## src/greenhouse_pkg.sv

```systemverilog
package greenhouse_pkg;

	typedef logic signed [7:0] temp_t;  // whole degrees celsius.
	typedef logic [7:0] light_t;
	typedef logic [6:0] seg_t;          // segment a in bit 0.
	typedef logic [3:0] anode_t;        // digit 0 is rightmost.

	typedef struct packed {
		temp_t gh_temp;
		temp_t solar_temp;
		temp_t geo_temp;
		light_t light_n;
		light_t light_e;
		light_t light_s;
		light_t light_w;
	} sensor_t;

	typedef struct packed {
		logic window_open;
		logic fan_on;
		logic geothermal_on;
		logic solarheater_on;
	} climate_t;

	typedef struct packed {
		logic north;
		logic east;
		logic south;
		logic west;
	} move_t;

	typedef enum logic {frame_hunt, frame_data} frame_state_t;
	typedef enum logic [1:0] {rx_idle, rx_start, rx_data, rx_stop} rx_state_t;

	////////////////////////////////////////////////////////////
	// climate thresholds.
	////////////////////////////////////////////////////////////
	localparam logic [7:0] FRAME_SYNC = 8'hA5;
	localparam temp_t WINDOW_ON = 8'sd28;
	localparam temp_t WINDOW_OFF = 8'sd26;
	localparam temp_t FAN_ON = 8'sd32;
	localparam temp_t FAN_OFF = 8'sd30;
	localparam temp_t HEAT_ON = 8'sd18;   // heaters may start at or below this.
	localparam temp_t HEAT_OFF = 8'sd20;
	localparam light_t TRACK_DEADBAND = 8'd8;

endpackage

```

## src/climate_ctrl.sv

```systemverilog
`timescale 1ns/1ps

module climate_ctrl import greenhouse_pkg::*; (
	input  logic     clk,
	input  logic     reset,
	input  sensor_t  sensor,
	input  logic     frame_valid,
	output climate_t climate
);

	temp_t gh;
	temp_t solar;
	temp_t geo;

	assign gh = sensor.gh_temp;
	assign solar = sensor.solar_temp;
	assign geo = sensor.geo_temp;

	// set wins over clear, otherwise hold.
	function automatic logic hyst(input logic cur, input logic set_c, input logic clr_c);
		if (set_c) return 1'b1;
		if (clr_c) return 1'b0;
		return cur;
	endfunction

	////////////////////////////////////////////////////////////
	// actuator update per frame.
	////////////////////////////////////////////////////////////
	always_ff @(posedge clk) begin
		if (reset) begin
			climate <= '0;
		end else if (frame_valid) begin
			climate.window_open <= hyst(climate.window_open,
				gh >= WINDOW_ON, gh <= WINDOW_OFF);
			climate.fan_on <= hyst(climate.fan_on,
				gh >= FAN_ON, gh <= FAN_OFF);
			// heaters need a source warmer than the air.
			climate.geothermal_on <= hyst(climate.geothermal_on,
				gh <= HEAT_ON && geo > gh,
				gh >= HEAT_OFF || geo <= gh);
			climate.solarheater_on <= hyst(climate.solarheater_on,
				gh <= HEAT_ON && solar > gh,
				gh >= HEAT_OFF || solar <= gh);
		end
	end

endmodule

```

## src/greenhouse_top.sv

```systemverilog
`timescale 1ns/1ps

module greenhouse_top import greenhouse_pkg::*; #(
	parameter int CLKS_PER_BIT = 16,
	parameter int SCAN_DIV = 64
) (
	input  logic   clk,
	input  logic   reset,
	input  logic   rx,
	output logic   tx,
	output logic   window_open,
	output logic   fan_on,
	output logic   geothermal_on,
	output logic   solarheater_on,
	output logic   move_north,
	output logic   move_east,
	output logic   move_south,
	output logic   move_west,
	output anode_t solar_anode_en,
	output anode_t greenhouse_anode_en,
	output anode_t geothermal_anode_en,
	output seg_t   solar_seg,
	output seg_t   greenhouse_seg,
	output seg_t   geothermal_seg
);

	logic [7:0] rx_byte;
	logic byte_valid;
	logic byte_error;
	logic frame_valid;
	sensor_t sensor;
	climate_t climate;
	move_t move;

	assign tx = 1'b1;  // no transmit side, line idle.
	assign window_open = climate.window_open;
	assign fan_on = climate.fan_on;
	assign geothermal_on = climate.geothermal_on;
	assign solarheater_on = climate.solarheater_on;
	assign move_north = move.north;
	assign move_east = move.east;
	assign move_south = move.south;
	assign move_west = move.west;

	uart_rx #(.CLKS_PER_BIT(CLKS_PER_BIT)) u_uart_rx (
		.clk(clk), .reset(reset), .rx(rx),
		.rx_byte(rx_byte), .byte_valid(byte_valid), .byte_error(byte_error)
	);

	sensor_frame u_sensor_frame (
		.clk(clk), .reset(reset), .rx_byte(rx_byte), .byte_valid(byte_valid),
		.byte_error(byte_error), .sensor(sensor), .frame_valid(frame_valid)
	);

	climate_ctrl u_climate_ctrl (
		.clk(clk), .reset(reset), .sensor(sensor), .frame_valid(frame_valid),
		.climate(climate)
	);

	sun_tracker u_sun_tracker (
		.clk(clk), .reset(reset), .sensor(sensor), .frame_valid(frame_valid),
		.move(move)
	);

	////////////////////////////////////////////////////////////
	// temperature displays.
	////////////////////////////////////////////////////////////
	seg_display #(.SCAN_DIV(SCAN_DIV)) u_solar_disp (
		.clk(clk), .reset(reset), .temp(sensor.solar_temp), .frame_valid(frame_valid),
		.seg(solar_seg), .anode_en(solar_anode_en)
	);

	seg_display #(.SCAN_DIV(SCAN_DIV)) u_greenhouse_disp (
		.clk(clk), .reset(reset), .temp(sensor.gh_temp), .frame_valid(frame_valid),
		.seg(greenhouse_seg), .anode_en(greenhouse_anode_en)
	);

	seg_display #(.SCAN_DIV(SCAN_DIV)) u_geothermal_disp (
		.clk(clk), .reset(reset), .temp(sensor.geo_temp), .frame_valid(frame_valid),
		.seg(geothermal_seg), .anode_en(geothermal_anode_en)
	);

endmodule

```

## src/seg_display.sv

```systemverilog
`timescale 1ns/1ps

module seg_display import greenhouse_pkg::*; #(
	parameter int SCAN_DIV = 64
) (
	input  logic   clk,
	input  logic   reset,
	input  temp_t  temp,
	input  logic   frame_valid,
	output seg_t   seg,
	output anode_t anode_en
);

	localparam int DIV_W = $clog2(SCAN_DIV);
	localparam logic [DIV_W-1:0] DIV_LAST = DIV_W'(SCAN_DIV - 1);
	localparam seg_t SEG_MINUS = 7'h40;  // g only.
	localparam seg_t SEG_BLANK = 7'h00;

	temp_t temp_q;
	logic [7:0] mag;
	logic [DIV_W-1:0] div_cnt;

	function automatic seg_t hex_seg(input logic [3:0] nib);
		case (nib)
			4'h0: return 7'h3F;
			4'h1: return 7'h06;
			4'h2: return 7'h5B;
			4'h3: return 7'h4F;
			4'h4: return 7'h66;
			4'h5: return 7'h6D;
			4'h6: return 7'h7D;
			4'h7: return 7'h07;
			4'h8: return 7'h7F;
			4'h9: return 7'h6F;
			4'hA: return 7'h77;
			4'hB: return 7'h7C;
			4'hC: return 7'h39;
			4'hD: return 7'h5E;
			4'hE: return 7'h79;
			default: return 7'h71;
		endcase
	endfunction

	assign mag = temp_q[7] ? -temp_q : temp_q;  // -128 gives 0x80.

	always_ff @(posedge clk) begin
		if (reset) begin
			temp_q <= '0;
			div_cnt <= '0;
			anode_en <= 4'b0001;
		end else begin
			if (frame_valid) temp_q <= temp;
			if (div_cnt == DIV_LAST) begin
				div_cnt <= '0;
				anode_en <= {anode_en[2:0], anode_en[3]};
			end else begin
				div_cnt <= div_cnt + 1'b1;
			end
		end
	end

	////////////////////////////////////////////////////////////
	// digit select.
	////////////////////////////////////////////////////////////
	always_comb begin
		case (anode_en)
			4'b0001: seg = hex_seg(mag[3:0]);
			4'b0010: seg = hex_seg(mag[7:4]);
			4'b1000: seg = temp_q[7] ? SEG_MINUS : SEG_BLANK;
			default: seg = SEG_BLANK;  // digit 2 stays dark.
		endcase
	end

endmodule

```

## src/sensor_frame.sv

```systemverilog
`timescale 1ns/1ps

module sensor_frame import greenhouse_pkg::*; (
	input  logic       clk,
	input  logic       reset,
	input  logic [7:0] rx_byte,
	input  logic       byte_valid,
	input  logic       byte_error,
	output sensor_t    sensor,
	output logic       frame_valid
);

	localparam logic [2:0] LAST_BYTE = 3'd6;
	localparam int REC_W = $bits(sensor_t);

	frame_state_t state;
	logic [2:0] byte_cnt;
	sensor_t shadow;
	sensor_t next_rec;
	logic take_byte;
	logic frame_done;

	// bytes shift in from the bottom, so gh ends up in the top field.
	assign next_rec = {shadow[REC_W-9:0], rx_byte};
	assign take_byte = (state == frame_data) && byte_valid;
	assign frame_done = take_byte && (byte_cnt == LAST_BYTE);

	always_ff @(posedge clk) begin
		if (reset) begin
			state <= frame_hunt;
			byte_cnt <= '0;
			frame_valid <= 1'b0;
		end else begin
			frame_valid <= frame_done;
			case (state)
				frame_hunt: begin
					byte_cnt <= '0;
					if (byte_valid && rx_byte == FRAME_SYNC) state <= frame_data;
				end
				frame_data: begin
					if (byte_error) begin
						state <= frame_hunt;  // drop partial frame.
					end else if (frame_done) begin
						state <= frame_hunt;
					end else if (take_byte) begin
						byte_cnt <= byte_cnt + 1'b1;
					end
				end
				default: state <= frame_hunt;
			endcase
		end
	end

	////////////////////////////////////////////////////////////
	// record assembly.
	////////////////////////////////////////////////////////////
	always_ff @(posedge clk) begin
		if (take_byte) shadow <= next_rec;
		if (frame_done) sensor <= next_rec;  // only whole frames.
	end

endmodule

```

## src/sun_tracker.sv

```systemverilog
`timescale 1ns/1ps

module sun_tracker import greenhouse_pkg::*; (
	input  logic    clk,
	input  logic    reset,
	input  sensor_t sensor,
	input  logic    frame_valid,
	output move_t   move
);

	// {toward a, toward b}; at most one bit set.
	function automatic logic [1:0] axis_move(input light_t a, input light_t b);
		logic [8:0] a_w;
		logic [8:0] b_w;
		logic [8:0] band;
		a_w = {1'b0, a};
		b_w = {1'b0, b};
		band = {1'b0, TRACK_DEADBAND};
		if (a_w > b_w + band) return 2'b10;
		if (b_w > a_w + band) return 2'b01;
		return 2'b00;  // inside deadband.
	endfunction

	////////////////////////////////////////////////////////////
	// per-frame move commands.
	////////////////////////////////////////////////////////////
	always_ff @(posedge clk) begin
		if (reset) begin
			move <= '0;
		end else if (frame_valid) begin
			{move.north, move.south} <= axis_move(sensor.light_n, sensor.light_s);
			{move.east, move.west} <= axis_move(sensor.light_e, sensor.light_w);
		end
	end

endmodule

```

## src/uart_rx.sv

```systemverilog
`timescale 1ns/1ps

module uart_rx import greenhouse_pkg::*; #(
	parameter int CLKS_PER_BIT = 16
) (
	input  logic       clk,
	input  logic       reset,
	input  logic       rx,
	output logic [7:0] rx_byte,
	output logic       byte_valid,
	output logic       byte_error
);

	localparam int CNT_W = $clog2(CLKS_PER_BIT);
	localparam logic [CNT_W-1:0] HALF_BIT = CNT_W'(CLKS_PER_BIT / 2 - 1);
	localparam logic [CNT_W-1:0] FULL_BIT = CNT_W'(CLKS_PER_BIT - 1);

	rx_state_t state;
	logic [2:0] rx_sync;  // two sync flops, then edge history.
	logic [CNT_W-1:0] clk_cnt;
	logic [2:0] bit_idx;
	logic rx_s;
	logic start_edge;

	assign rx_s = rx_sync[1];
	assign start_edge = rx_sync[2] & ~rx_sync[1];

	always_ff @(posedge clk) begin
		if (reset) begin
			rx_sync <= 3'b111;  // line idles high.
		end else begin
			rx_sync <= {rx_sync[1:0], rx};
		end
	end

	////////////////////////////////////////////////////////////
	// bit timing and framing.
	////////////////////////////////////////////////////////////
	always_ff @(posedge clk) begin
		if (reset) begin
			state <= rx_idle;
			clk_cnt <= '0;
			bit_idx <= '0;
			byte_valid <= 1'b0;
			byte_error <= 1'b0;
		end else begin
			byte_valid <= 1'b0;
			byte_error <= 1'b0;
			case (state)
				rx_idle: begin
					clk_cnt <= '0;
					bit_idx <= '0;
					if (start_edge) state <= rx_start;
				end
				rx_start: begin
					if (clk_cnt == HALF_BIT) begin
						clk_cnt <= '0;
						state <= rx_s ? rx_idle : rx_data;  // reject glitches.
					end else begin
						clk_cnt <= clk_cnt + 1'b1;
					end
				end
				rx_data: begin
					if (clk_cnt == FULL_BIT) begin
						clk_cnt <= '0;
						rx_byte <= {rx_s, rx_byte[7:1]};  // lsb first.
						bit_idx <= bit_idx + 1'b1;
						if (bit_idx == 3'd7) state <= rx_stop;
					end else begin
						clk_cnt <= clk_cnt + 1'b1;
					end
				end
				rx_stop: begin
					if (clk_cnt == FULL_BIT) begin
						byte_valid <= rx_s;
						byte_error <= ~rx_s;
						state <= rx_idle;
					end else begin
						clk_cnt <= clk_cnt + 1'b1;
					end
				end
				default: state <= rx_idle;
			endcase
		end
	end

endmodule

```

## config.mk

```make
export PLATFORM = sky130hd
export DESIGN_NAME = greenhouse_top
export DESIGN_NICKNAME = d
export VERILOG_FILES = /design/src/greenhouse_pkg.sv /design/src/climate_ctrl.sv /design/src/greenhouse_top.sv /design/src/seg_display.sv /design/src/sensor_frame.sv /design/src/sun_tracker.sv /design/src/uart_rx.sv
export SDC_FILE = /design/constraint.sdc
export NUM_CORES = 1
export LEC_CHECK = 0
export ABC_AREA = 1
export BUFFER_PORTS_ARGS = -buffer_cell sky130_fd_sc_hd__buf_4
export CORE_MARGIN = 1
export CORE_UTILIZATION = 35
export DETAILED_ROUTE_END_ITERATION = 8
export SLEW_MARGIN = 20
export SYNTH_ARGS = -nofsm -noshare
export SYNTH_HDL_FRONTEND = slang
export SYNTH_SLANG_ARGS = --single-unit
```

## constraint.sdc

```tcl
create_clock -name clk -period 4.25 [get_ports clk]
set_input_delay 0.425 -clock clk [delete_from_list [all_inputs] [get_ports clk]]
set_output_delay 0.425 -clock clk [all_outputs]
set_load 0.005 [all_outputs]
```

* Word-level counts from Yosys, hierarchy flattened
Memory sizes are Yosys's and may differ from the RTL's. Index checks and enable logic that the tools add are counted.
Word-level totals: memories 6, bits in read-only memories 672, output and inout bits 42, input bits 3, register bits 193
Memories:
- (name not given) | words 16, width 7, read ports 1, clocked after memory_dff 0, write ports 0, line seg_display.sv:24 | case (nib)
- (name not given) | words 16, width 7, read ports 1, clocked after memory_dff 0, write ports 0, line seg_display.sv:24
- (name not given) | words 16, width 7, read ports 1, clocked after memory_dff 0, write ports 0, line seg_display.sv:24
- (name not given) | words 16, width 7, read ports 1, clocked after memory_dff 0, write ports 0, line seg_display.sv:24
- (name not given) | words 16, width 7, read ports 1, clocked after memory_dff 0, write ports 0, line seg_display.sv:24
- (name not given) | words 16, width 7, read ports 1, clocked after memory_dff 0, write ports 0, line seg_display.sv:24
Operators by class: $add $sub $neg 13, reductions and logical operators 25, bitwise logic cells 6, equal/unequal tests 29, magnitude comparators 14, mux-type cells 96
Operators with widths (number):
- $pmux 7 s3 | 3
- $mux 1 | 61
- $add 8x4->9 const B | 4
- $gt 8x9->1 | 4
- $mux 2 | 14
- $le 8x6->1 const B | 3
- $mux 8 | 3
- $neg 8->8 | 3
- $mux 7 | 3
- $add 6x1->6 const B | 3
- $eq 6x6->1 const B | 3
- $eq 4x4->1 const B | 4
- $ge 8x6->1 const B | 2
- $gt 8x8->1 | 2
- $le 8x8->1 | 2
- $pmux 4 s4 | 1
- $eq 4x1->1 const B | 3
- $eq 4x2->1 const B | 3
- $mux 3 | 4
- $mux 4 | 3
- $pmux 3 s2 | 2
- $ne 2x1->1 const B | 5
- $reduce_and 2->1 | 5
- $reduce_bool 2->1 | 5
- other kinds (20) | 38

* Longest topological paths before layout
Gate-level depths: netlist (run 1).
word-level depth 10, mapped depth 14

* Hierarchy
A second synthesis (run 1) with hierarchy kept.
Second synthesis, totals: cell total of the unflattened synthesis 1154, area, all modules 10306.1 um2
By module, submodules not included:
- sensor_frame | cells each 148, area an instance 3418.3 um2, instances 1, seq. area each 3223.1 um2
- seg_display (u_geothermal_disp ...) | cells each 203, area an instance 1391.3 um2, instances 2, seq. area each 360.3 um2
- seg_display (u_solar_disp) | cells each 207, area an instance 1345.0 um2, instances 1, seq. area each 360.3 um2
- sun_tracker | cells each 189, area an instance 1219.9 um2, instances 1, seq. area each 80.1 um2
- uart_rx | cells each 99, area an instance 878.3 um2, instances 1, seq. area each 520.5 um2
- climate_ctrl | cells each 103, area an instance 650.6 um2, instances 1, seq. area each 80.1 um2
- greenhouse_top | cells each 2, area an instance 11.3 um2, instances 1, seq. area each 0.0 um2

* Worst setup path after synthesis (run 1)
Ideal clock, no wire load.
path kind reg-to-reg, start point reg u_sensor_frame.byte_cnt[0], end point reg u_sensor_frame.state, path slack 0.758 ns, library setup time 0.132 ns, stages on the path, launching flop included 8, required time 4.118 ns, clock period less this slack 3.492 ns, arrival time 3.360 ns, cell sequence dfxtp_1 inv_1 ha_1 nand2_1 nor2_1 inv_1 nand3_1 a21oi_1
On the way: cells in the longest elaborated chain, start to end 5
Ends and longest elaborated chain:
- start, declared | line sensor_frame.sv:17 | logic [2:0] byte_cnt;
- start signal, assigned | line sensor_frame.sv:46 | byte_cnt <= byte_cnt + 1'b1;
- $eq 3x3->1 | line sensor_frame.sv:26 | assign frame_done = take_byte && (byte_cnt == LAST_BYTE);
- $logic_and 1x1->1 | line sensor_frame.sv:26
- named net u_sensor_frame.frame_done | line sensor_frame.sv:21 | logic frame_done;
- $mux 1 | line sensor_frame.sv:43 | end else if (frame_done) begin
- $mux 1 | line sensor_frame.sv:41 | if (byte_error) begin
- $pmux 1 s2 | line sensor_frame.sv:35 | case (state)
- end signal, assigned | line sensor_frame.sv:38 | if (byte_valid && rx_byte == FRAME_SYNC) state <= frame_data;
- end signal, assigned | line sensor_frame.sv:42 | state <= frame_hunt;
- end signal, assigned | line sensor_frame.sv:44 | state <= frame_hunt;
- end, declared | line sensor_frame.sv:16 | frame_state_t state;
The timed path passes the listed nets, and every way through them passes these cells. A chain may end at the register's enable or synchronous reset.

* Worst setup path after layout (run 1)
start point reg u_geothermal_disp.temp_q[0], end point out geothermal_seg[3]
On the way: cells in the longest elaborated chain, start to end 4
Ends and longest elaborated chain:
- start, declared | line seg_display.sv:19 | temp_t temp_q;
- start signal, assigned | line seg_display.sv:52 | if (frame_valid) temp_q <= temp;
- $neg 8->8 | line seg_display.sv:44 | assign mag = temp_q[7] ? -temp_q : temp_q;
- $mux 8 (*) | line seg_display.sv:44
- $mem_v2 16x7
- $pmux 7 s3 (*) | line seg_display.sv:66 | case (anode_en)
- end, declared | line greenhouse_top.sv:24 | output seg_t geothermal_seg
Every way passes the cells marked *; elsewhere a longest branch is shown, timed or not.

==> summary.md, run 1 <==
| Metric | Value |
|---|---|
| Most frequent cell on the critical path | sky130_fd_sc_hd__nand2_1 |
| Number of setup buffers added after CTS | 0 |
| Maximum number of pins on one net before global-route repair | between 40 and 50 |
| Antenna-violating nets left | 0 |
| Clock sink count | 193 |
| Effective utilization at floorplan | 35.9% |
| Area of the die | 0.0294 sq mm |
| Setup TNS | 0 ns |
| Netlist Area Pre-Place | 0.0100 sq mm |
| Port bufs | 43 |
| Via density per instance | ~4.8 |
| Remaining Overflow, GRT | 0 |
| Area of the multi-input gates | around 0.0044 sq mm |
| Post-synthesis net count | about 1.2k |
| Footprint of the flip-flops and latches | ~0.005 sq mm |
| Routed wire length per instance | around 13 um |
| Post-synthesis cell type with the largest combined area | sky130_fd_sc_hd__edfxtp_1 |
| Routability cong. | 0.811 |
| Category of the worst setup path launch point | register |
| Die X | 171 um |
| Hold slack | 0.172 ns |
| I/O pins | 45 |
| Filler-free cell count of the finished design | 1524 |
| Number of global-route vias before repair | 6947 |
| Post-Route Skew | 0.0126 ns |
| Type of the most critical hold path | in -> reg |
| GRT Util Overall | between 10% and 20% |
| Insertion delay to the later sink of the worst-skew pair | 0.44 ns |
| Highest attainable clock frequency | 309 MHz |
| Fraction of layout cells with a size suffix above 1 | 10.0% |
| Mean post-synth cell area | 9.21 sq um |
| Commonest cells after routing, fill and taps aside | sky130_fd_sc_hd__nand2_1, sky130_fd_sc_hd__inv_1, sky130_fd_sc_hd__edfxtp_1 |
| Die H | 171 um |
| Detailed-placement wirelength estimate | ~14000 um |
| Buffering stage count on the worst path with inverters included | 3 |
| Number of antenna violations at the first check in global routing | 0 |
| Clock-pin slew on the worst setup and hold paths | 0.07 ns |
| Ranking of synthesized cells by area | sky130_fd_sc_hd__edfxtp_1, sky130_fd_sc_hd__dfxtp_1, sky130_fd_sc_hd__ha_1 |
| Global-route wire length before repair | 32300 um |
| Final count of pins violating max slew | 0 |
| Max clock buf depth | 2 |
| Remaining DRCs | 0 |
| Transition time at the pin with the least slew margin | between 0.9 and 1 ns |
| Minimum clock period | 3.23 ns |
| Diodes inserted | 0 |
| Max_cap viols | 0 |
| Hold-fix buffers, CTS | 0 |
| Final hold violation count | 0 |
| Area added between synthesis and finish | 12.7% |
| Fraction of synthesized cell area taken by the top area cell type | 33.5% |
| Fraction of the yosys area taken by sequential cells | 49.6% |
| WP data arrival | ~2.8 ns |
| Core outline area | 0.0280 sq mm |
| Final routed wirelength across all metal layers | 19100 um |
| Unique cell type count in the Yosys netlist | 44 |
| Post-CTS Resized | 0 |
| CTS H-tree lvls | 4 |
| Count of state elements after synthesis | 193 |
| VDD IR max | approximately 0.23 mV |
| NumNets Final | 1233 |
| Total vias in the final route | between 7k and 8k |
| Outcome | finished clean |
| Drt first pass iters | 5 |
| Clock tree from TritonCTS | built |
| FF-to-FF setup slack | approximately 2.1 ns |
| Synth warn | 0 |
| Most frequent standard cell in the layout excluding fill and tap cells | sky130_fd_sc_hd__nand2_1 |
| Worst-case headroom to the max-slew limit | between 30% and 40% |
| Cell area power density | 318 mW/mm^2 |
| Overall power of the completed layout | 0.00361 W |
| Unrepaired setup endpoints after global routing | false |
| Number of cells in the design after placement | 1492 |
| Post-synthesis instance total | 1091 |
| Drt first-iter violations | ~360 |
| CP Data Required Time | between 3 and 4 ns |
| Final period util | 76.1% |
| Final setup violating endpoints | 0 |
| Cell class contributing the biggest share of worst-path delay | adder cells |
| Standard-cell rows | 61 |
| Slowest library cell on the worst path | sky130_fd_sc_hd__dfxtp_1 |
| Max FO, Critical Path | 9 |
| Fill cell instance count of the final layout | between 2k and 3k |
| Buffer type at the clock tree root | sky130_fd_sc_hd__clkbuf_16 |
| Category of the most critical setup path | reg -> out |
| Peak per-stage delay on the critical path | 0.34 ns |
| Static Leak | 4.49 nW |
| Worst setup EP type | output pin |
| CP cell instances | inv_1 -> ha_1 -> nand2_1 -> o21ai_1 -> xor2_1 -> inv_1 -> ha_1 -> nor2_1 -> nor2_1 -> nand2_1 -> nand2_1 -> o21ai_1 -> buf_4 |
| Clock buffers created by TritonCTS | 17 |
==> area by class of cell <==
class | instances | area share (%)
clock buffer | 18 | 3.98
clock inverter | 14 | 1.18
inverter | 134 | 4.53
multi-input combinational | 741 | 39.1
sequential | 193 | 44.0
tap | 378 | 4.18
timing repair buffer | 46 | 3.05
==> state kept, by name (all words and copies together) (netlist names), 3 cells and up, named ones only <==
signal	cells
u_sensor_frame.byte_cnt	3
u_greenhouse_disp.anode_en	4
u_uart_rx.rx_sync	3
u_uart_rx.bit_idx	3
u_sun_tracker.move	4
u_solar_disp.div_cnt	6
u_geothermal_disp.anode_en	4
u_uart_rx.rx_byte	8
u_climate_ctrl.climate	4
u_geothermal_disp.div_cnt	6
u_greenhouse_disp.div_cnt	6
u_uart_rx.clk_cnt	4
u_solar_disp.temp_q	8
u_geothermal_disp.temp_q	8
u_sensor_frame.sensor	56
u_solar_disp.anode_en	4
u_sensor_frame.next_rec	48
u_greenhouse_disp.temp_q	8
==> Yosys cell counts, drive strengths merged <==
cell	instances
a21oi	83
nor2	83
inv	133
clkinv	1
nand3b	8
a211oi	4
and3	2
dfxtp	81
clkbuf	9
a21o	6
or2	5
o311ai	3
nor3b	3
o31ai	1
nor4	7
xor2	16
o21ai	103
ha	97
a32o	2
buf	14
nand2	191
o211ai	5
o21a	1
edfxtp	112
nand4	17
xnor2	7
conb	1
a31oi	5
nand3	81
nor3	10
==> metal layers <==
metal	up-vias	track usage, %	wire length (um)	part of all wire, %
met5	-	0	0	0
met4	0	4.70	282	1.5
met3	23	2.58	572	3.0
met2	90	23.5	9070	47
met1	3379	17.2	9190	48
li1	3802	-	-	-
==> through the flow <==
step                worst slack [ns]  cell area, sq um  utilization [%]
floorplan                      0.758             10000                -
global placement                1.55             10700             38.4
detailed placement              1.48             10700             38.4
CTS                            0.993             11300             40.4
global route                   0.667             11300             40.4
finish                          1.02             11300             40.4
==> worst paths after layout <==
kind,cells after the start,endpoint,startpoint
worst max-delay path,13,geothermal_seg[3],u_geothermal_disp.temp_q[0]
worst min-delay path,2,u_uart_rx.rx_sync[0],rx
worst max register to register,5,u_sensor_frame.sensor[38],u_sensor_frame.byte_cnt[0]
worst min register to register,1,u_uart_rx.rx_sync[1],u_uart_rx.rx_sync[0]
==> cells by family (layout without fill, tap and decap cells) <==
logic type	count (synthesis)	count (layout)	synth area share, %
AO/OA/AOI/OAI	213	213	11.3
AND/OR/NAND/NOR	407	407	18.5
XOR/XNOR	23	23	2.00
other	1	1	0.0373
buffers and inverters	157	212	6.42
adder cells (fa/ha/maj)	97	97	12.1
flip-flops	193	193	49.6
==> power breakdown <==
group | switching [W] | internal [W]
Sequential | 0.0000114 | 0.00197
Clock | 0.000753 | 0.000816
Combinational | 0.0000399 | 0.0000204
No activity file was read; power rests on OpenSTA's default activity.
==> run 2, diff against run 1 <==
- clock period: 4.25 -> 3 ns (I/O delays scaled with it)
==> summary.md, run 2 (synthesis gave the netlist of run 1 again) <==
| Metric | Value |
|---|---|
| Highest attainable clock frequency | 356 MHz |
| Total net switching power | 0.00120 W (was 0.000804 W) |
| Routability cong. | 0.823 (was 0.811) |
| Clock buffers created by TritonCTS | 17 (unchanged) |
| Clock tree from TritonCTS | built (unchanged) |
| Buffer type at the clock tree root | sky130_fd_sc_hd__clkbuf_16 (unchanged) |
| Area of the die | 0.0294 sq mm (unchanged) |
| Largest register by flop count | u_sensor_frame.sensor (unchanged) |
| NumNets Final | 1239 (was 1233) |
| Final setup violating endpoints | 0 (unchanged) |
| Max FFs per register | 56 (unchanged) |
| Detailed-placement wirelength estimate | 13900 um (was 14000 um) |
| Number of antenna violations at the first check in global routing | 0 (unchanged) |
| Standard-cell rows | 61 (unchanged) |
| Transition time at the pin with the least slew margin | 0.937 ns (was 0.964 ns) |
| Outcome | finished clean (unchanged) |
| Drt first pass iters | 5 (unchanged) |
| Slowest library cell on the worst path | sky130_fd_sc_hd__dfxtp_2 (was sky130_fd_sc_hd__dfxtp_1) |
| Final hold violation count | 0 (unchanged) |
| Antenna-violating nets left | 0 (unchanged) |
| CP Data Required Time | 2.70 ns (was 3.83 ns) |
| Via density per instance | 4.76 (was 4.79) |
| Core outline area | 0.0280 sq mm (unchanged) |
| Commonest cells after routing, fill and taps aside | sky130_fd_sc_hd__nand2_1, sky130_fd_sc_hd__inv_1, sky130_fd_sc_hd__edfxtp_1 (unchanged) |
| Die X | 171 um (unchanged) |
| Hold-fix buffers, CTS | 0 (unchanged) |
| Post-layout instance area | 0.0115 sq mm (was 0.0113 sq mm) |
| CP cell instances | inv_4 -> ha_2 -> nand2_1 -> o21ai_1 -> xor2_1 -> inv_1 -> ha_1 -> nor2_2 -> nor2_1 -> o21ai_0 -> nand2_1 -> buf_4 (was inv_1 -> ha_1 -> nand2_1 -> o21ai_1 -> xor2_1 -> inv_1 -> ha_1 -> nor2_1 -> nor2_1 -> nand2_1 -> nand2_1 -> o21ai_1 -> buf_4) |
| Max_cap viols | 0 (unchanged) |
| Remaining DRCs | 0 (unchanged) |
| Static Leak | 4.55 nW (was 4.49 nW) |
| Fraction of layout cells with a size suffix above 1 | 12.2% (was 10.0%) |
| Maximum number of pins on one net before global-route repair | 58 (was 49) |
| Minimum clock period | 2.81 ns |
| VDD IR max | 0.359 mV (was 0.228 mV) |
| Port bufs | 43 (unchanged) |
| Final count of pins violating max slew | 0 (unchanged) |
| Area added between synthesis and finish | 14.0% (was 12.7%) |
| WP data arrival | 2.51 ns (was 2.81 ns) |
| Total vias in the final route | 7283 (was 7294) |
| Final routed wirelength across all metal layers | 19100 um (about the same) |
| GRT Util Overall | 13.6% (was 13.7%) |
| Hold slack | 0.0446 ns (was 0.172 ns) |
| Diodes inserted | 0 (unchanged) |
| Most frequent cell on the critical path | sky130_fd_sc_hd__nand2_1 (unchanged) |
| Clock-pin slew on the worst setup and hold paths | 0.08 ns (was 0.07 ns) |
| Switching part of the total | 23.2% (was 22.3%) |
| Remaining Overflow, GRT | 0 (unchanged) |
| Final period util | 93.6% |
| Most frequent standard cell in the layout excluding fill and tap cells | sky130_fd_sc_hd__nand2_1 (unchanged) |
| I/O pins | 45 (unchanged) |
| Placement-stage cell area | 0.0108 sq mm (was 0.0107 sq mm) |
| Part of the power in registers | 54.3% (was 54.8%) |
| Number of global-route vias before repair | 6849 (was 6947) |
| Global-route wire length before repair | 31900 um (was 32300 um) |
| Die H | 171 um (unchanged) |
| Clock sink count | 193 (unchanged) |
| Logic pwr share | 1.7% (about the same) |
| Category of the most critical setup path | reg -> out (unchanged) |
| Cell class contributing the biggest share of worst-path delay | adder cells (unchanged) |
| Max FO, Critical Path | 10 (was 9) |
| Post-Route Skew | 0.0142 ns (was 0.0126 ns) |
| Fill cell instance count of the final layout | 2745 (was 2720) |
| Drt first-iter violations | 332 (was 358) |
| Footprint of the flip-flops and latches | 0.00499 sq mm (was 0.00498 sq mm) |
| Worst-case headroom to the max-slew limit | 37.4% (was 35.6%) |
| Area of the multi-input gates | 0.00446 sq mm (was 0.00443 sq mm) |
| Internal Pwr Total | 0.00395 W (was 0.00280 W) |
| Effective utilization at floorplan | 35.9% (unchanged) |
| Cell area power density | 449 mW/mm^2 (was 318 mW/mm^2) |
| Insertion delay to the later sink of the worst-skew pair | 0.43 ns (was 0.44 ns) |
| Max clock buf depth | 2 (unchanged) |
| Clock share of power | 44.0% (was 43.5%) |
| Buffering stage count on the worst path with inverters included | 3 (unchanged) |
| Routed wire length per instance | 12.5 um (about the same) |
| Type of the most critical hold path | in -> reg (unchanged) |
| Category of the worst setup path launch point | register (unchanged) |
| Peak per-stage delay on the critical path | 0.35 ns (was 0.34 ns) |
| CTS H-tree lvls | 4 (unchanged) |
| Worst setup EP type | output pin (unchanged) |
run 2: cell types whose count changed in the layout (fill, tap and decap cells not counted), moves of 3 or more:
cell / delta
sky130_fd_sc_hd__buf_4: +5
sky130_fd_sc_hd__clkinv_8: +3
sky130_fd_sc_hd__dfxtp_1: -3
sky130_fd_sc_hd__ha_1: -3
sky130_fd_sc_hd__ha_2: +3
sky130_fd_sc_hd__inv_1: -6
sky130_fd_sc_hd__inv_2: +4
sky130_fd_sc_hd__inv_6: -4
sky130_fd_sc_hd__o21ai_0: -3
sky130_fd_sc_hd__o21ai_2: +4
run 2: layer usage:
metal	routed length (um)	part of all wire [%]	track usage, %	vias to the layer above
li1	-	-	-	3814
met1	9270	49	16.7	3360
met2	9130	48	23.9	90
met3	425	2.2	2.44	19
met4	262	1.4	4.50	0
met5	0	0	0	-
run 2: area by class of cell:
type,instances,area share [%]
Multi-Input combinational cell,741,39.0
Sequential cell,193,43.5
Clock buffer,17,3.71
Tap cell,378,4.13
Timing Repair Buffer,52,3.52
Clock inverter,15,1.58
Inverter,134,4.56
run 2: timing repair:
item,in CTS,in global routing
endpoints found under the setup margin,7,17
gates resized for setup,3,24
setup buffers,1,3
pin swaps,1,5
run 2: per-stage QoR:
stage	cells	setup TNS (ns)	util, %	total power [W]	setup WS, ns
2_1_floorplan	1091	0	-	0.00293	0.482
3_3_place_gp	1494	0	38.5	0.00295	0.414
3_5_place_dp	1494	0	38.5	0.00295	0.369
4_1_cts	1527	0	40.7	0.00522	0.0210
5_1_grt	1530	-0.0112	40.9	0.00533	-0.0112
6_report	1530	0	40.9	0.00515	0.193
run 2: power by group through the flow:
stage	Combinational (W)	Sequential (W)	Clock, W
floorplan	0.0000677	0.00286	0
global placement	0.0000864	0.00286	0
detailed placement	0.0000883	0.00286	0
CTS	0.0000885	0.00280	0.00233
global route	0.000103	0.00280	0.00243
finish	0.0000874	0.00280	0.00226
run 2: worst paths after layout:
check	from	end	slack, ns	cells after the start
max	u_greenhouse_disp.temp_q[0]	greenhouse_seg[1]	0.19	12
min	rx	u_uart_rx.rx_sync[0]	0.04	2
max reg2reg	u_sensor_frame.sensor[20]	u_sun_tracker.move[0]	1.00	10
min reg2reg	u_uart_rx.rx_sync[0]	u_uart_rx.rx_sync[1]	0.42	1
run 2: worst reg2reg max path, stage by stage (launching register included):
cell,delay (ns)
sky130_fd_sc_hd__edfxtp_1,0.45
sky130_fd_sc_hd__ha_1,0.26
sky130_fd_sc_hd__nand3_1,0.10
sky130_fd_sc_hd__xor2_1,0.17
sky130_fd_sc_hd__ha_1,0.26
sky130_fd_sc_hd__and3_1,0.20
sky130_fd_sc_hd__nand3b_1,0.09
sky130_fd_sc_hd__nand3_1,0.07
sky130_fd_sc_hd__a21oi_1,0.13
sky130_fd_sc_hd__nand2_1,0.09
sky130_fd_sc_hd__a21oi_1,0.12
==> run 3, diff against run 2 <==
- ABC_AREA: 1 -> unset
- CTS_BUF_LIST: unset -> sky130_fd_sc_hd__clkbuf_4 sky130_fd_sc_hd__clkbuf_8
- clock period: 3 -> 3.3 ns (I/O delays scaled with it)
==> summary.md, run 3 <==
| Metric | Value |
|---|---|
| Outcome | finished clean (unchanged) |
| Flip-flop cell with the highest count after synthesis | sky130_fd_sc_hd__edfxtp_1 (unchanged) |
| Unique cell type count in the Yosys netlist | 82 (was 44) |
| Final setup violating endpoints | 0 (unchanged) |
| Area of the die | 0.0309 sq mm (was 0.0294 sq mm) |
| Peak per-stage delay on the critical path | 0.41 ns (was 0.35 ns) |
| Mean post-synth cell area | 10.7 sq um (was 9.21 sq um) |
| Max FO, Critical Path | 5 (was 10) |
| VDD IR max | 0.185 mV (was 0.359 mV) |
| Insertion delay to the later sink of the worst-skew pair | 0.47 ns (was 0.43 ns) |
| CTS H-tree lvls | 4 (unchanged) |
| Post-synthesis cell type with the largest combined area | sky130_fd_sc_hd__edfxtp_1 (unchanged) |
| CP cell instances | inv_2 -> ha_4 -> nand2_1 -> o21ai_4 -> ha_4 -> inv_1 -> a22o_1 -> a2111oi_4 -> a311oi_2 -> a211o_1 -> buf_4 (was inv_4 -> ha_2 -> nand2_1 -> o21ai_1 -> xor2_1 -> inv_1 -> ha_1 -> nor2_2 -> nor2_1 -> o21ai_0 -> nand2_1 -> buf_4) |
| Proportion of synthesized flip-flops having asynchronous set or reset | 0% (unchanged) |
| Clock buffers created by TritonCTS | 17 (unchanged) |
| Clock tree from TritonCTS | built (unchanged) |
| Minimum clock period | ~3.2 ns |
| Switching part of the total | 22.5% (was 23.2%) |
| Total net switching power | 0.000919 W (was 0.00120 W) |
| Logic pwr share | 1.2% (was 1.7%) |
| Post-synthesis instance total | 985 (was 1091) |
| Internal Pwr Total | 0.00316 W (was 0.00395 W) |
| Number of global-route vias before repair | 7164 (was 6849) |
| Most frequent cell on the critical path | sky130_fd_sc_hd__ha_4 (was sky130_fd_sc_hd__nand2_1) |
| Drt first-iter violations | 439 (was 332) |
| Final count of pins violating max slew | 0 (unchanged) |
| Die H | 176 um (was 171 um) |
| Ranking of synthesized cells by area | sky130_fd_sc_hd__edfxtp_1, sky130_fd_sc_hd__dfxtp_1, sky130_fd_sc_hd__ha_1 (unchanged) |
| Effective utilization at floorplan | 35.6% (was 35.9%) |
| Max clock buf depth | 2 (unchanged) |
| Category of the most critical setup path | reg -> out (unchanged) |
| Number of synthesized flops with an enable pin | 112 (unchanged) |
| Fill cell instance count of the final layout | 2818 (was 2745) |
| Standard-cell rows | 63 (was 61) |
| Filler-free cell count of the finished design | 1437 (was 1530) |
| WP data arrival | 2.88 ns (was 2.51 ns) |
| Slowest library cell on the worst path | sky130_fd_sc_hd__dfxtp_4 (was sky130_fd_sc_hd__dfxtp_2) |
| Final hold violation count | 0 (unchanged) |
| Post-synthesis net count | 1085 (was 1191) |
| Buffer type at the clock tree root | sky130_fd_sc_hd__clkbuf_8 (was sky130_fd_sc_hd__clkbuf_16) |
| Area added between synthesis and finish | 14.2% (was 14.0%) |
| Netlist Area Pre-Place | 0.0106 sq mm (was 0.0100 sq mm) |
| Antenna-violating nets left | 0 (unchanged) |
| Fraction of synthesized cell area taken by the top area cell type | 31.8% (was 33.5%) |
| Number of cells in the design after placement | 1397 (was 1494) |
| CP Data Required Time | 2.97 ns (was 2.70 ns) |
| Final routed wirelength across all metal layers | 21700 um (was 19100 um) |
| Transition time at the pin with the least slew margin | 0.967 ns (was 0.937 ns) |
| Hold slack | 0.254 ns (was 0.0446 ns) |
| Clock share of power | 36.7% (was 44.0%) |
| Post-layout instance area | 0.0121 sq mm (was 0.0115 sq mm) |
| Worst setup EP type | output pin (unchanged) |
| Total vias in the final route | 7444 (was 7283) |
| Diodes inserted | 0 (unchanged) |
| Synth warn | 0 (unchanged) |
| Category of the worst setup path launch point | register (unchanged) |
| Static Leak | 4.40 nW (was 4.55 nW) |
| Core outline area | 0.0297 sq mm (was 0.0280 sq mm) |
| Largest register by flop count | u_sensor_frame.sensor (unchanged) |
| Global-route wire length before repair | 35700 um (was 31900 um) |
| Placement-stage cell area | 0.0114 sq mm (was 0.0108 sq mm) |
| Most frequent cells after synthesis | sky130_fd_sc_hd__edfxtp_1, sky130_fd_sc_hd__nor2_1, sky130_fd_sc_hd__ha_1 (was sky130_fd_sc_hd__nand2_1, sky130_fd_sc_hd__inv_1, sky130_fd_sc_hd__edfxtp_1) |
| Cell area power density | 338 mW/mm^2 (was 449 mW/mm^2) |
| Worst-case headroom to the max-slew limit | 35.0% (was 37.4%) |
| Detailed-placement wirelength estimate | 15300 um (was 13900 um) |
| Routed wire length per instance | 15.1 um (was 12.5 um) |
| Number of antenna violations at the first check in global routing | 0 (unchanged) |
| Port bufs | 43 (unchanged) |
| I/O pins | 45 (unchanged) |
| Remaining Overflow, GRT | 0 (unchanged) |
| Final period util | 97.4% |
| Fraction of the yosys area taken by sequential cells | 47.1% (was 49.6%) |
| Routability cong. | 0.839 (was 0.823) |
| NumNets Final | 1134 (was 1239) |
| Clock-pin slew on the worst setup and hold paths | 0.11 ns (was 0.08 ns) |
| Die X | 176 um (was 171 um) |
| Most frequent standard cell in the layout excluding fill and tap cells | sky130_fd_sc_hd__edfxtp_1 (was sky130_fd_sc_hd__nand2_1) |
| Clock sink count | 193 (unchanged) |
| Type of the most critical hold path | in -> reg (unchanged) |
| GRT Util Overall | 14.3% (was 13.6%) |
| Remaining DRCs | 0 (unchanged) |
| Max FFs per register | 56 (unchanged) |
| Part of the power in registers | 62.1% (was 54.3%) |
| Post-Route Skew | 0.0196 ns (was 0.0142 ns) |
| Via density per instance | 5.18 (was 4.76) |
| Maximum number of pins on one net before global-route repair | 49 (was 58) |
| Highest attainable clock frequency | 311 MHz |
| Count of state elements after synthesis | 193 (unchanged) |
| Commonest cells after routing, fill and taps aside | sky130_fd_sc_hd__edfxtp_1, sky130_fd_sc_hd__nor2_1, sky130_fd_sc_hd__ha_1 (was sky130_fd_sc_hd__nand2_1, sky130_fd_sc_hd__inv_1, sky130_fd_sc_hd__edfxtp_1) |
| Fraction of layout cells with a size suffix above 1 | 16.9% (was 12.2%) |
| Max_cap viols | 0 (unchanged) |
| Most common cell in the synthesized netlist | sky130_fd_sc_hd__edfxtp_1 (was sky130_fd_sc_hd__nand2_1) |
| Drt first pass iters | 4 (was 5) |
==> run 3: final cells by class <==
class | count | area [sq um] | area share [%]
Tap cell | 390 | 488 | 4.04
Inverter | 62 | 243 | 2.01
Sequential cell | 193 | 5000 | 41.4
Timing Repair Buffer | 69 | 520 | 4.31
Clock buffer | 17 | 234 | 1.94
Clock inverter | 15 | 146 | 1.21
Multi-Input combinational cell | 691 | 5450 | 45.1
==> run 3: worst max-delay path: cells and delay by family, from the launching register on <==
kind / cells / cell delay, ns
adders and majority gates: 2 / 0.44
DFF: 1 / 0.41
AOI/OAI and AO/OA: 5 / 1.17
buffers and inverters: 3 / 0.28
and+or+nand+nor: 1 / 0.10
==> run 3: power groups by stage <==
stage                     Clock, W  Combinational [W]  Sequential [W]
after floorplan                  0          0.0000363         0.00259
after global placement           0          0.0000463         0.00259
after detailed placement         0          0.0000473         0.00259
after CTS                  0.00156          0.0000483         0.00254
after global routing       0.00164          0.0000531         0.00254
final                      0.00150          0.0000469         0.00253
==> run 3: cell families (layout without fill, tap and decap cells) <==
logic type	count (synthesis)	in the layout	share of synthesized area [%]
AO/OA/AOI/OAI	194	194	13.7
XOR/XNOR	45	45	3.97
adder cells (fa/ha/maj)	97	97	11.5
buffers and inverters	101	163	3.80
flip-flops	193	193	47.1
multiplexers	54	54	5.42
other	1	1	0.0354
AND/OR/NAND/NOR	300	300	14.5
==> run 3: path summary, 6_finish.rpt <==
kind,slack [ns],cells past startpoint,start,to
setup / recovery,0.09,11,u_solar_disp.temp_q[1],solar_seg[6]
hold / removal,0.25,2,reset,u_geothermal_disp.temp_q[2]
setup reg to reg,1.12,9,u_sensor_frame.sensor[11],u_sun_tracker.move[1]
hold reg to reg,0.42,0,u_sensor_frame.next_rec[49],u_sensor_frame.sensor[49]
==> run 3: per-stage QoR <==
stage	setup slack [ns]	util [%]	total power [W]	TNS (ns)
after floorplan	0.342	-	0.00263	0
after global placement	0.323	38.2	0.00264	0
after detailed placement	0.219	38.2	0.00264	0
after CTS	0.00471	39.8	0.00414	0
after global routing	-0.0725	40.7	0.00423	-0.0754
final	0.0855	40.7	0.00408	0
==> run 3: layer usage <==
metal,global-route usage (%),vias to the layer above,part of all wire [%]
met5,0,-,0
met4,4.60,0,1.7
met3,2.32,25,2.5
met2,23.8,110,48
met1,18.9,3592,47
li1,-,3717,-
==> run 3: what timing repair did <==
item / CTS / global route
pin swaps: 3 / 3
buffers inserted: 3 / 4
resized for setup: 20 / 46
gates cloned: 0 / 0
endpoints found under the hold margin: 1 / 0
hold buffers: 1 / 0
endpoints found under the setup margin: 17 / 17
